==> config.mk <==
export PLATFORM = sky130hd
export DESIGN_NAME = axi_link_bridge
export DESIGN_NICKNAME = d
export VERILOG_FILES = /design/src/axi_pkg.sv /design/src/link_pkg.sv /design/src/task_if.sv /design/src/axi_link_bridge.sv /design/src/axi_slave_port.sv /design/src/link_rx_parser.sv /design/src/link_tx_framer.sv /design/src/local_status_unit.sv /design/src/rd_return_unit.sv
export SDC_FILE = /design/constraint.sdc
export NUM_CORES = 1
export LEC_CHECK = 0
export BUFFER_PORTS_ARGS = -buffer_cell sky130_fd_sc_hd__buf_2
export CORE_MARGIN = 8
export CORE_UTILIZATION = 62
export CTS_BUF_LIST = sky130_fd_sc_hd__clkbuf_4 sky130_fd_sc_hd__clkbuf_8
export DETAILED_ROUTE_END_ITERATION = 8
export GPL_ROUTABILITY_DRIVEN = 0
export PLACE_DENSITY = 0.81
export SLEW_MARGIN = 25
export SYNTH_ARGS = -nofsm -noshare
export SYNTH_HDL_FRONTEND = slang
export SYNTH_HIERARCHICAL = 1
export SYNTH_SLANG_ARGS = --single-unit
export TNS_END_PERCENT = 20
==> constraint.sdc <==
create_clock -name SLAVE_CLK -period 4.3 [get_ports SLAVE_CLK]
set_clock_uncertainty 0.1 [all_clocks]
set_input_delay 0 -clock SLAVE_CLK [delete_from_list [all_inputs] [get_ports SLAVE_CLK]]
set_output_delay 0 -clock SLAVE_CLK [all_outputs]
set_load 0.05 [all_outputs]
==> src/axi_pkg.sv <==
`default_nettype none

// bus side widths and address decode
package axi_pkg;

    localparam int ADDR_W = 32;
    localparam int DATA_W = 32;
    localparam int ID_W   = 4;
    localparam int LEN_W  = 8;
    localparam int RESP_W = 2;

    localparam logic [RESP_W-1:0] RESP_OKAY = 2'b00;

    // bit 24 set means the target sits behind the serial link
    localparam int REMOTE_BIT   = 24;
    localparam int LOCAL_ADDR_W = 24;

    localparam logic [LOCAL_ADDR_W-1:0] STATUS_ADDR = 24'h00_0001;

endpackage

`default_nettype wire

==> src/link_pkg.sv <==
`default_nettype none

// serial link symbols, framing bytes and state encodings
package link_pkg;

    localparam int K_W = 4;

    // comma fill between frames, all bytes are K symbols
    localparam logic [31:0] IDLE_WORD = 32'hBCBC_BCBC;

    localparam logic [7:0] WR_HEAD_BYTE = 8'h00;
    localparam logic [7:0] RD_HEAD_BYTE = 8'hFF;

    // also the clear request when written to the status register
    localparam logic [31:0] TRIG_CMD = 32'hFFFF_FFFF;

    localparam int FIFO_DEPTH = 16;

    typedef enum logic [1:0] {
        TX_IDLE,
        TX_RD_HEAD,
        TX_WR_HEAD,
        TX_CMD
    } tx_state_t;

    typedef enum logic [1:0] {
        RX_IDLE,
        RX_PORT_DATA,
        RX_CMD
    } rx_state_t;

    typedef enum logic {
        LOC_IDLE,
        LOC_RD_BEAT
    } local_state_t;

endpackage

`default_nettype wire

==> src/task_if.sv <==
`timescale 1ns/1ps
`default_nettype none

// one bus task handed from the slave port to a task unit
interface task_if
    import axi_pkg::*;
();

    logic              valid;
    logic              is_read;
    logic [ADDR_W-1:0] addr;
    logic [LEN_W-1:0]  len;
    logic [DATA_W-1:0] data;
    logic              ready;

    modport issuer (output valid, is_read, addr, len, data, input ready);

    modport target (input valid, is_read, addr, len, data, output ready);

endinterface

`default_nettype wire

==> src/axi_link_bridge.sv <==
`timescale 1ns/1ps
`default_nettype none

module axi_link_bridge
    import axi_pkg::*;
    import link_pkg::*;
(
    input  wire                SLAVE_CLK,
    input  wire                rstn,
    input  wire [ID_W-1:0]     i_awid,
    input  wire [ADDR_W-1:0]   i_awaddr,
    input  wire [LEN_W-1:0]    i_awlen,
    input  wire                i_awvalid,
    output logic               o_awready,
    input  wire [DATA_W-1:0]   i_wdata,
    input  wire                i_wvalid,
    output logic               o_wready,
    output logic [ID_W-1:0]    o_bid,
    output logic [RESP_W-1:0]  o_bresp,
    output logic               o_bvalid,
    input  wire                i_bready,
    input  wire [ID_W-1:0]     i_arid,
    input  wire [ADDR_W-1:0]   i_araddr,
    input  wire [LEN_W-1:0]    i_arlen,
    input  wire                i_arvalid,
    output logic               o_arready,
    output logic [ID_W-1:0]    o_rid,
    output logic [DATA_W-1:0]  o_rdata,
    output logic [RESP_W-1:0]  o_rresp,
    output logic               o_rlast,
    output logic               o_rvalid,
    input  wire                i_rready,
    input  wire [DATA_W-1:0]   i_rx_data,
    input  wire                i_rx_valid,
    input  wire                i_rx_last,
    output logic [31:0]        o_tx_data,
    output logic [K_W-1:0]     o_tx_k
);

    logic              read_done, trig_set;
    logic              beat_valid, beat_ready;
    logic [DATA_W-1:0] beat_data, fifo_data;
    logic              fifo_wr, fifo_last;

    task_if remote_task ();
    task_if local_task ();

    axi_slave_port axi_slave_port_inst (
        .SLAVE_CLK (SLAVE_CLK), .rstn (rstn),
        .i_awid (i_awid), .i_awaddr (i_awaddr), .i_awlen (i_awlen),
        .i_awvalid (i_awvalid), .o_awready (o_awready),
        .i_wdata (i_wdata), .i_wvalid (i_wvalid), .o_wready (o_wready),
        .o_bid (o_bid), .o_bresp (o_bresp), .o_bvalid (o_bvalid), .i_bready (i_bready),
        .i_arid (i_arid), .i_araddr (i_araddr), .i_arlen (i_arlen),
        .i_arvalid (i_arvalid), .o_arready (o_arready), .o_rid (o_rid),
        .i_read_done (read_done),
        .remote_task (remote_task.issuer), .local_task (local_task.issuer)
    );

    link_tx_framer link_tx_framer_inst (
        .SLAVE_CLK (SLAVE_CLK), .rstn (rstn), .remote_task (remote_task.target),
        .o_tx_data (o_tx_data), .o_tx_k (o_tx_k)
    );

    local_status_unit local_status_unit_inst (
        .SLAVE_CLK (SLAVE_CLK), .rstn (rstn), .local_task (local_task.target),
        .i_trig_set (trig_set), .o_beat_valid (beat_valid),
        .o_beat_data (beat_data), .i_beat_ready (beat_ready)
    );

    link_rx_parser link_rx_parser_inst (
        .SLAVE_CLK (SLAVE_CLK), .rstn (rstn),
        .i_rx_data (i_rx_data), .i_rx_valid (i_rx_valid), .i_rx_last (i_rx_last),
        .o_fifo_wr (fifo_wr), .o_fifo_data (fifo_data), .o_fifo_last (fifo_last),
        .o_trig_set (trig_set)
    );

    rd_return_unit rd_return_unit_inst (
        .SLAVE_CLK (SLAVE_CLK), .rstn (rstn),
        .i_fifo_wr (fifo_wr), .i_fifo_data (fifo_data), .i_fifo_last (fifo_last),
        .i_beat_valid (beat_valid), .i_beat_data (beat_data), .o_beat_ready (beat_ready),
        .o_rdata (o_rdata), .o_rresp (o_rresp), .o_rlast (o_rlast), .o_rvalid (o_rvalid),
        .i_rready (i_rready), .o_read_done (read_done)
    );

endmodule

`default_nettype wire

==> src/axi_slave_port.sv <==
`timescale 1ns/1ps
`default_nettype none

module axi_slave_port
    import axi_pkg::*;
(
    input  wire                SLAVE_CLK,
    input  wire                rstn,
    input  wire [ID_W-1:0]     i_awid,
    input  wire [ADDR_W-1:0]   i_awaddr,
    input  wire [LEN_W-1:0]    i_awlen,
    input  wire                i_awvalid,
    output logic               o_awready,
    input  wire [DATA_W-1:0]   i_wdata,
    input  wire                i_wvalid,
    output logic               o_wready,
    output logic [ID_W-1:0]    o_bid,
    output logic [RESP_W-1:0]  o_bresp,
    output logic               o_bvalid,
    input  wire                i_bready,
    input  wire [ID_W-1:0]     i_arid,
    input  wire [ADDR_W-1:0]   i_araddr,
    input  wire [LEN_W-1:0]    i_arlen,
    input  wire                i_arvalid,
    output logic               o_arready,
    output logic [ID_W-1:0]    o_rid,
    input  wire                i_read_done,
    task_if.issuer             remote_task,
    task_if.issuer             local_task
);

    logic              aw_hold, w_hold, ar_hold, rd_shown;
    logic [ID_W-1:0]   awid_q, arid_q;
    logic [ADDR_W-1:0] awaddr_q, araddr_q;
    logic [LEN_W-1:0]  awlen_q, arlen_q;
    logic [DATA_W-1:0] wdata_q;
    logic              aw_fire, w_fire, ar_fire;
    logic              wr_pend, wr_remote, rd_remote, same_dst;
    logic              rd_go, wr_go, rd_fire, wr_fire;
    logic              rd_to_remote, rd_to_local;

    assign aw_fire = i_awvalid & o_awready;
    assign w_fire  = i_wvalid & o_wready;
    assign ar_fire = i_arvalid & o_arready;

    // a new write waits until the previous B has been taken
    assign wr_pend   = aw_hold & w_hold & ~o_bvalid;
    assign wr_remote = awaddr_q[REMOTE_BIT];
    assign rd_remote = araddr_q[REMOTE_BIT];
    assign same_dst  = (wr_remote == rd_remote);

    // write wins a shared target unless the read is already on offer
    assign rd_go   = ar_hold & (rd_shown | ~(wr_pend & same_dst));
    assign wr_go   = wr_pend & ~(rd_go & same_dst);
    assign rd_fire = rd_go & (rd_remote ? remote_task.ready : local_task.ready);
    assign wr_fire = wr_go & (wr_remote ? remote_task.ready : local_task.ready);

    assign rd_to_remote = rd_go & rd_remote;
    assign rd_to_local  = rd_go & ~rd_remote;

    assign remote_task.valid   = rd_to_remote | (wr_go & wr_remote);
    assign remote_task.is_read = rd_to_remote;
    assign remote_task.addr    = rd_to_remote ? araddr_q : awaddr_q;
    assign remote_task.len     = rd_to_remote ? arlen_q : awlen_q;
    assign remote_task.data    = wdata_q;

    assign local_task.valid   = rd_to_local | (wr_go & ~wr_remote);
    assign local_task.is_read = rd_to_local;
    assign local_task.addr    = rd_to_local ? araddr_q : awaddr_q;
    assign local_task.len     = rd_to_local ? arlen_q : awlen_q;
    assign local_task.data    = wdata_q;

    assign o_bresp = RESP_OKAY;
    assign o_rid   = arid_q;

    always_ff @(posedge SLAVE_CLK or negedge rstn) begin
        if (!rstn) begin
            o_awready <= 1'b1;
            o_wready  <= 1'b1;
            o_arready <= 1'b1;
            o_bvalid  <= 1'b0;
            aw_hold   <= 1'b0;
            w_hold    <= 1'b0;
            ar_hold   <= 1'b0;
            rd_shown  <= 1'b0;
        end else begin
            if (aw_fire) begin
                o_awready <= 1'b0;
                aw_hold   <= 1'b1;
            end else if (wr_fire) begin
                o_awready <= 1'b1;
                aw_hold   <= 1'b0;
            end
            if (w_fire) begin
                o_wready <= 1'b0;
                w_hold   <= 1'b1;
            end else if (wr_fire) begin
                o_wready <= 1'b1;
                w_hold   <= 1'b0;
            end
            if (wr_fire) begin
                o_bvalid <= 1'b1;
            end else if (i_bready) begin
                o_bvalid <= 1'b0;
            end
            // address channel stays closed until the last R beat is taken
            if (ar_fire) begin
                o_arready <= 1'b0;
            end else if (i_read_done) begin
                o_arready <= 1'b1;
            end
            if (ar_fire) begin
                ar_hold <= 1'b1;
            end else if (rd_fire) begin
                ar_hold <= 1'b0;
            end
            rd_shown <= rd_go & ~rd_fire;
        end
    end

    always_ff @(posedge SLAVE_CLK) begin
        if (aw_fire) begin
            awid_q   <= i_awid;
            awaddr_q <= i_awaddr;
            awlen_q  <= i_awlen;
        end
        if (w_fire) begin
            wdata_q <= i_wdata;
        end
        if (ar_fire) begin
            arid_q   <= i_arid;
            araddr_q <= i_araddr;
            arlen_q  <= i_arlen;
        end
        if (wr_fire) begin
            o_bid <= awid_q;
        end
    end

endmodule

`default_nettype wire

==> src/link_rx_parser.sv <==
`timescale 1ns/1ps
`default_nettype none

module link_rx_parser
    import axi_pkg::*;
    import link_pkg::*;
(
    input  wire                SLAVE_CLK,
    input  wire                rstn,
    input  wire [DATA_W-1:0]   i_rx_data,
    input  wire                i_rx_valid,
    input  wire                i_rx_last,
    output logic               o_fifo_wr,
    output logic [DATA_W-1:0]  o_fifo_data,
    output logic               o_fifo_last,
    output logic               o_trig_set
);

    rx_state_t state;

    // words after a data header go straight into the return FIFO
    assign o_fifo_wr   = (state == RX_PORT_DATA) & i_rx_valid;
    assign o_fifo_data = i_rx_data;
    assign o_fifo_last = i_rx_last;
    assign o_trig_set  = (state == RX_CMD) & i_rx_valid & (i_rx_data == TRIG_CMD);

    always_ff @(posedge SLAVE_CLK or negedge rstn) begin
        if (!rstn) begin
            state <= RX_IDLE;
        end else if (i_rx_valid) begin
            case (state)
                RX_IDLE: begin
                    if (i_rx_data[DATA_W-1 -: 8] == RD_HEAD_BYTE) begin
                        state <= RX_PORT_DATA;
                    end else if (i_rx_data[DATA_W-1 -: 8] == WR_HEAD_BYTE) begin
                        state <= RX_CMD;
                    end
                end
                RX_PORT_DATA: begin
                    if (i_rx_last) begin
                        state <= RX_IDLE;
                    end
                end
                default: state <= RX_IDLE;
            endcase
        end
    end

endmodule

`default_nettype wire

==> src/link_tx_framer.sv <==
`timescale 1ns/1ps
`default_nettype none

module link_tx_framer
    import axi_pkg::*;
    import link_pkg::*;
(
    input  wire             SLAVE_CLK,
    input  wire             rstn,
    task_if.target          remote_task,
    output logic [31:0]     o_tx_data,
    output logic [K_W-1:0]  o_tx_k
);

    tx_state_t         state;
    logic [DATA_W-1:0] cmd_q;
    logic              fire;

    assign remote_task.ready = (state == TX_IDLE);
    assign fire              = remote_task.valid & remote_task.ready;

    always_ff @(posedge SLAVE_CLK or negedge rstn) begin
        if (!rstn) begin
            state <= TX_IDLE;
        end else begin
            case (state)
                TX_IDLE: begin
                    if (fire) begin
                        state <= remote_task.is_read ? TX_RD_HEAD : TX_WR_HEAD;
                    end
                end
                TX_RD_HEAD: state <= TX_CMD;
                TX_WR_HEAD: state <= TX_CMD;
                default:    state <= TX_IDLE;
            endcase
        end
    end

    // read: length and low address, write: low address and low data
    always_ff @(posedge SLAVE_CLK) begin
        if (fire) begin
            if (remote_task.is_read) begin
                cmd_q <= {8'h00, remote_task.len, remote_task.addr[15:0]};
            end else begin
                cmd_q <= {remote_task.addr[15:0], remote_task.data[15:0]};
            end
        end
    end

    always_comb begin
        case (state)
            TX_RD_HEAD: o_tx_data = {RD_HEAD_BYTE, 24'h00_0000};
            TX_WR_HEAD: o_tx_data = {WR_HEAD_BYTE, 24'h00_0000};
            TX_CMD:     o_tx_data = cmd_q;
            default:    o_tx_data = IDLE_WORD;
        endcase
        o_tx_k = (state == TX_IDLE) ? {K_W{1'b1}} : {K_W{1'b0}};
    end

endmodule

`default_nettype wire

==> src/local_status_unit.sv <==
`timescale 1ns/1ps
`default_nettype none

module local_status_unit
    import axi_pkg::*;
    import link_pkg::*;
(
    input  wire                SLAVE_CLK,
    input  wire                rstn,
    task_if.target             local_task,
    input  wire                i_trig_set,
    output logic               o_beat_valid,
    output logic [DATA_W-1:0]  o_beat_data,
    input  wire                i_beat_ready
);

    local_state_t      state;
    logic              trig_done;
    logic [DATA_W-1:0] status_word;
    logic              fire, addr_hit, trig_clear;

    assign local_task.ready = (state == LOC_IDLE);
    assign fire             = local_task.valid & local_task.ready;
    assign addr_hit         = (local_task.addr[LOCAL_ADDR_W-1:0] == STATUS_ADDR);
    assign trig_clear       = fire & ~local_task.is_read & addr_hit
                              & (local_task.data == TRIG_CMD);

    // only bit 0 is live, the rest read as zero
    assign status_word  = {{(DATA_W-1){1'b0}}, trig_done};
    assign o_beat_valid = (state == LOC_RD_BEAT);

    always_ff @(posedge SLAVE_CLK or negedge rstn) begin
        if (!rstn) begin
            state     <= LOC_IDLE;
            trig_done <= 1'b0;
        end else begin
            if (fire && local_task.is_read) begin
                state <= LOC_RD_BEAT;
            end else if (o_beat_valid && i_beat_ready) begin
                state <= LOC_IDLE;
            end
            // set has priority over a clear in the same cycle
            if (i_trig_set) begin
                trig_done <= 1'b1;
            end else if (trig_clear) begin
                trig_done <= 1'b0;
            end
        end
    end

    always_ff @(posedge SLAVE_CLK) begin
        if (fire && local_task.is_read) begin
            o_beat_data <= addr_hit ? status_word : '0;
        end
    end

endmodule

`default_nettype wire

==> src/rd_return_unit.sv <==
`timescale 1ns/1ps
`default_nettype none

module rd_return_unit
    import axi_pkg::*;
    import link_pkg::*;
(
    input  wire                SLAVE_CLK,
    input  wire                rstn,
    input  wire                i_fifo_wr,
    input  wire [DATA_W-1:0]   i_fifo_data,
    input  wire                i_fifo_last,
    input  wire                i_beat_valid,
    input  wire [DATA_W-1:0]   i_beat_data,
    output logic               o_beat_ready,
    output logic [DATA_W-1:0]  o_rdata,
    output logic [RESP_W-1:0]  o_rresp,
    output logic               o_rlast,
    output logic               o_rvalid,
    input  wire                i_rready,
    output logic               o_read_done
);

    // last flag stored above the data word
    logic [DATA_W:0]                mem [FIFO_DEPTH];
    logic [$clog2(FIFO_DEPTH):0]    wr_ptr, rd_ptr;
    logic                           fifo_empty, slot_free, pop, beat_take;

    assign fifo_empty = (wr_ptr == rd_ptr);
    assign slot_free  = ~o_rvalid | i_rready;
    assign pop        = slot_free & ~fifo_empty;

    // only one read in flight, so the FIFO and the local beat never compete
    assign o_beat_ready = slot_free & fifo_empty;
    assign beat_take    = i_beat_valid & o_beat_ready;

    assign o_rresp     = RESP_OKAY;
    assign o_read_done = o_rvalid & i_rready & o_rlast;

    always_ff @(posedge SLAVE_CLK or negedge rstn) begin
        if (!rstn) begin
            wr_ptr   <= '0;
            rd_ptr   <= '0;
            o_rvalid <= 1'b0;
        end else begin
            if (i_fifo_wr) begin
                wr_ptr <= wr_ptr + 1'b1;
            end
            if (pop) begin
                rd_ptr <= rd_ptr + 1'b1;
            end
            if (slot_free) begin
                o_rvalid <= pop | beat_take;
            end
        end
    end

    always_ff @(posedge SLAVE_CLK) begin
        if (i_fifo_wr) begin
            mem[wr_ptr[$clog2(FIFO_DEPTH)-1:0]] <= {i_fifo_last, i_fifo_data};
        end
        if (pop) begin
            {o_rlast, o_rdata} <= mem[rd_ptr[$clog2(FIFO_DEPTH)-1:0]];
        end else if (beat_take) begin
            o_rlast <= 1'b1;
            o_rdata <= i_beat_data;
        end
    end

endmodule

`default_nettype wire

* Word-level counts from Yosys, hierarchy flattened
Memory sizes are Yosys's and may differ from the RTL's. Cells that the tools add are included.
Storage, ports and cells: flip-flop bits (word level) 224, bits in writable memories 528, bits of input ports 161, memories kept 1
Operators by class: $add $sub $neg 2, eq/ne operators 14, mux-type cells 36, bitwise gates (word level) 44, reductions and logical operators 15
Memory list:
- rd_return_unit_inst.mem | words 16, bits a word 33, read ports 1, clocked after memory_dff 0, wr ports 1, RTL line rd_return_unit.sv:25 | logic [DATA_W:0] mem [FIFO_DEPTH];
Operator list (number):
- $pmux W32 S3 | 1
- $eq A32 B32 Y1 const B | 2
- $mux W32 | 2
- $mux W24 | 2
- $and A1 B1 Y1 | 29
- $eq A24 B1 Y1 const B | 1
- $mux W1 | 22
- $mux W16 | 1
- $reduce_bool A2 Y1 | 8
- $add A5 B1 Y5 const B | 2
- $mux W2 | 5
- $not A1 Y1 | 10
- $eq A8 B8 Y1 const B | 1
- $logic_not A8 Y1 | 1
- $pmux W2 S2 | 2
- $eq A2 B2 Y1 const B | 3
- $eq A5 B5 Y1 | 1
- $or A1 B1 Y1 | 5
- $eq A2 B1 Y1 const B | 2
- $logic_not A2 Y1 | 2
- $mux W4 | 1
- $ne A3 B1 Y1 const B | 1
- $reduce_and A3 Y1 | 1
- $logic_and A1 B1 Y1 | 2
- 4 further kinds | 4

* Longest topological paths before layout
word-level depth 17, gate-level depth with buffers 10

* Modules after synthesis
The synthesis kept the hierarchy.
By module, submodules not included:
- rd_return_unit | instances 1, cells an instance 959, area each 21911.0 um^2, sequential area each 17121.4 um^2
- axi_slave_port | instances 1, cells an instance 346, area each 5417.7 um^2, sequential area each 3927.5 um^2
- link_tx_framer | instances 1, cells an instance 135, area each 1791.7 um^2, sequential area each 1011.0 um^2
- local_status_unit | instances 1, cells an instance 62, area each 506.7 um^2, sequential area each 80.1 um^2
- link_rx_parser | instances 1, cells an instance 62, area each 460.4 um^2, sequential area each 50.0 um^2

* Least setup slack after synthesis
OpenSTA, ideal clock, no wires.
path kind reg2reg, start point register link_rx_parser_inst.state[1], end point memory rd_return_unit_inst/mem[3][0] (netlist name) (enable), library setup time 0.464 ns, data arrival time 3.307 ns, required time 3.736 ns, path slack 0.428 ns, cell stages (with the launch flop) 6, buffers on the path 1, cells stage by stage dfrtp_1 -> inv_1 -> and3_2 -> clkbuf_1 -> nand2_1 -> nor3_1
On the way: word-level cells in the longest chain between the ends 4
Ends and longest elaborated chain:
- from (decl) | RTL line link_rx_parser.sv:19 | rx_state_t state;
- from (signal assigned) | RTL line link_rx_parser.sv:29 | state <= RX_IDLE;
- from (signal assigned) | RTL line link_rx_parser.sv:34 | state <= RX_PORT_DATA;
- from (signal assigned) | RTL line link_rx_parser.sv:36 | state <= RX_CMD;
- $eq A2 B1 Y1 | RTL line link_rx_parser.sv:22 | assign o_fifo_wr = (state == RX_PORT_DATA) & i_rx_valid;
- $and A1 B1 Y1 | RTL line link_rx_parser.sv:22
- named net fifo_wr | RTL line axi_link_bridge.sv:43 | logic fifo_wr, fifo_last;
- $mux W1 | RTL line rd_return_unit.sv:59 | if (i_fifo_wr) begin
- $mux W1 (implied by the code) | RTL line rd_return_unit.sv:60 | mem[wr_ptr[$clog2(FIFO_DEPTH)-1:0]] <= {i_fifo_last, i_fifo_data};
- to (decl) | RTL line rd_return_unit.sv:25
The timed path passes the listed nets, and every way through them passes these cells.

* Worst setup path in the final report
start point register axi_slave_port_inst.awaddr_q[24], end point register local_status_unit_inst.trig_done
On the way: elaborated cells on any way between the ends 20, classes of those cells 2 x eq/ne; 1 x mux; 16 x bitwise; 1 x reduce/logical
RTL lines:
- from (decl) | RTL line axi_slave_port.sv:34 | logic [ADDR_W-1:0] awaddr_q, araddr_q;
- from (signal assigned) | RTL line axi_slave_port.sv:124 | awaddr_q <= i_awaddr;
- $eq A1 B1 Y1 | RTL line axi_slave_port.sv:50 | assign same_dst = (wr_remote == rd_remote);
- $and A1 B1 Y1 | RTL line axi_slave_port.sv:53 | assign rd_go = ar_hold & (rd_shown | ~(wr_pend & same_dst));
- $not A1 Y1 | RTL line axi_slave_port.sv:53
- $or A1 B1 Y1 | RTL line axi_slave_port.sv:53
- $and A1 B1 Y1 | RTL line axi_slave_port.sv:53
- $and A1 B1 Y1 | RTL line axi_slave_port.sv:59 | assign rd_to_local = rd_go & ~rd_remote;
- $mux W24 | RTL line axi_slave_port.sv:69 | assign local_task.addr = rd_to_local ? araddr_q : awaddr_q;
- named net local_task.addr[2] | RTL line task_if.sv:11 | logic [ADDR_W-1:0] addr;
- $eq A24 B1 Y1 | RTL line local_status_unit.sv:24 | assign addr_hit = (local_task.addr[LOCAL_ADDR_W-1:0] == STATUS_ADDR);
- $and A1 B1 Y1 | RTL line local_status_unit.sv:25 | assign trig_clear = fire & ~local_task.is_read & addr_hit
- $and A1 B1 Y1 | RTL line local_status_unit.sv:26 | & (local_task.data == TRIG_CMD);
- $reduce_bool A2 Y1 (no source line)
- to (signal assigned) | RTL line local_status_unit.sv:35 | trig_done <= 1'b0;
- to (signal assigned) | RTL line local_status_unit.sv:44 | trig_done <= 1'b1;
- to (signal assigned) | RTL line local_status_unit.sv:46 | trig_done <= 1'b0;
- to (decl) | RTL line local_status_unit.sv:18 | logic trig_done;
The timed path passes the listed nets, and every way through them passes these cells. A chain may end at the register's enable or synchronous reset.

==> reports/results.md <==
• **nets** 2161
• **Layout fillers** 2267
• **area used by sequential logic in the layout** 0.02178 mm^2
• **total number of placement rows** 79
• **Starting Density** 0.6278
• **minimum clock period after layout** 3.549 ns
• **top cell family by delay on the critical path** compound AO/OA/AOI/OAI gates
• **number of post-CTS setup repair buffers** 0
• **num ports** 247
• **overall global routing resource usage** 0.3072
• **total grt overflow** 0
• **clock tree from TritonCTS** yes
• **width of the die** 233.1 um
• **classification of the worst-slack hold path** input port to flip-flop
• **Multi-input gate area** 0.006510 mm^2
• **placeable core region** 0.04656 mm^2
• **Worst IR Drop VDD** 0.0005243 V
• **leakage power** 12.37 nW
• **final hold viol count** 0
• **power density cells** 596.3 mW/mm^2
• **Num CTS Buffers** 107
• **drt first-iter violations** 2425
• **number of vias per cell** 6.475
• **fraction of layout cells with a size suffix above 1** 0.3179
• **Clock Pin Slew Worst Setup and Hold Paths** 0.10 ns
• **CP Capture Type** flip-flop
• **max-slew headroom at the worst pin** 0.2911
• **detailed-route wire length per cell** 31.10 um
• **number of global-route vias before repair** 18110
• **Resize count post-CTS** 0
• **count of mapped cells out of synthesis** 1493
• **Yosys warnings** 6
• **Critical Path Fanout Max** 23
• **Avg Cell Area, Syn** 19.58 um^2
• **number of I/O port buffers** 228
• **largest net degree at the start of global routing** 93
• **critical path type** flip-flop to flip-flop
• **max-slew violation count** 0
• **area of the die** 0.05434 mm^2
• **Vert. Die Dim** 233.1 um
• **outcome** finished, final reports clean
• **DRT antenna net count** 0
• **Critical Path Max Stage Delay** 0.82 ns
• **antenna violations before repair** 12
• **area added between synthesis and finish** 21.05%
• **Max Fclk** 281.8 MHz
• **arrival time at the worst endpoint** 4.01 ns
• **total number of H-tree levels** 3
• **1st-pass router iterations** 5
• **transition at the pin with the smallest max-transition slack** 1.061 ns
• **total negative setup slack** 0 ns
• **root buffer selected by CTS** sky130_fd_sc_hd__clkbuf_8
• **Worst setup SP type** flip-flop
• **clock buffer depth** 3
• **routed vias** 17480
• **standard cell area after detailed placement** 0.03068 mm^2
• **chain of cells forming the critical path** xor2_2 -> buf_4 -> o21ai_0 -> o2bb2ai_1 -> nor4_2 -> nand4_1 -> nor4_1 -> a31oi_1
• **unrepaired setup endpoints after global routing** false
• **Final Instance Area** 0.03538 mm^2
• **worst-case hold slack** 0.1311 ns
• **number of buffers and inverters on the critical path** 1
• **wire length of the first global-routing pass** 119.9 mm
• **insertion delay of the later-clocked pin in the worst-skew pair** 0.75 ns
• **HPWL Detailed** 39.40 mm
• **Final Routed Wirelength** 83.97 mm
• **Crit path required time** 4.76 ns
• **reported max-cap violation count** 0
• **slowest stage cell, crit path** sky130_fd_sc_hd__o21ai_0
• **sinks on the clock net** 729
• **final setup violating endpoints** 0
• **DRC viols** 0
• **netlist area before placement** 0.02923 mm^2
• **final period utilization** 0.8253
layout by cell type (no fill, tap or decap), types with 34 or more instances in the layout:
master / n
sky130_fd_sc_hd__buf_4: 37
sky130_fd_sc_hd__a22oi_1: 64
sky130_fd_sc_hd__edfxtp_1: 704
sky130_fd_sc_hd__o21ai_0: 34
sky130_fd_sc_hd__clkbuf_8: 107
sky130_fd_sc_hd__clkinv_1: 34
sky130_fd_sc_hd__dlygate4sd3_1: 261
sky130_fd_sc_hd__o2bb2ai_1: 48
sky130_fd_sc_hd__nand2_1: 65
sky130_fd_sc_hd__conb_1: 35
sky130_fd_sc_hd__buf_2: 229
sky130_fd_sc_hd__mux2_2: 46
sky130_fd_sc_hd__mux4_2: 131
flip-flops by register name, summed over array words and instances (netlist names), 5 cells and up:
register / cells
axi_slave_port_inst/araddr_q: 25
axi_slave_port_inst/arlen_q: 8
axi_slave_port_inst/awaddr_q: 25
axi_slave_port_inst/awlen_q: 8
axi_slave_port_inst/local_task.data: 32
link_tx_framer_inst/cmd_q: 32
rd_return_unit_inst/mem: 528
rd_return_unit_inst/o_rdata: 32
rd_return_unit_inst/rd_ptr: 5
rd_return_unit_inst/wr_ptr: 5
metrics by stage:
step                      setup slack, ns  cells  total power, W  utilization
after floorplan                    0.4283   1525         0.01375            -
after global placement              1.285   2226         0.01496       0.6577
after detailed placement            1.280   2228         0.01515       0.6589
after CTS                           1.195   2686         0.02062       0.7593
after global routing               0.8118   2694         0.02172       0.7596
final                              0.7514   2700         0.02110       0.7600
path summary, 6_finish.rpt:
kind,startpoint,slack [ns],depth (start not counted),to
setup / recovery,axi_slave_port_inst/awaddr_q[24],0.75,8,local_status_unit_inst/trig_done
hold / removal,i_rx_data[22],0.13,2,rd_return_unit_inst/mem[10][22]
setup reg to reg,axi_slave_port_inst/awaddr_q[24],0.75,8,local_status_unit_inst/trig_done
hold reg to reg,axi_slave_port_inst/awid_q[2],0.33,0,axi_slave_port_inst/o_bid[2]
max in group asynchronous,rstn,3.14,4,rd_return_unit_inst/rd_ptr[0]
min in group asynchronous,rstn,0.37,3,axi_slave_port_inst/o_wready
layout make-up:
cell class	instances	area share
multi-input combinational	605	0.1840
tap	607	0.02147
antenna	14	0.0009902
clock inverter	60	0.01018
inverter	15	0.001591
timing repair buffer	534	0.1185
sequential	729	0.6155
clock buffer	136	0.04778
metal layers:
layer | up-vias | part of all wire | track usage
li1 | 6958 | - | -
met1 | 8664 | 0.32 | 0.3643
met2 | 1453 | 0.49 | 0.5011
met3 | 406 | 0.11 | 0.08189
met4 | 2 | 0.073 | 0.1892
met5 | - | 0.00017 | 0
report_power, final:
| group | switching (W) | internal, W | leakage, nW |
|---|---|---|---|
| Combinational | 0.00401 | 0.00256 | 4.60 |
| Clock | 0.00285 | 0.00272 | 1.09 |
| Sequential | 0.000541 | 0.00842 | 6.68 |
| Total | 0.00740 | 0.0137 | 12.4 |
timing repair:
| action | CTS | global route |
|---|---|---|
| endpoints found under the setup margin | 0 | 0 |
| hold buffers | 262 | 0 |
| endpoints found under the hold margin | 781 | 0 |
Note: power is estimated with default switching activity, not from simulation.
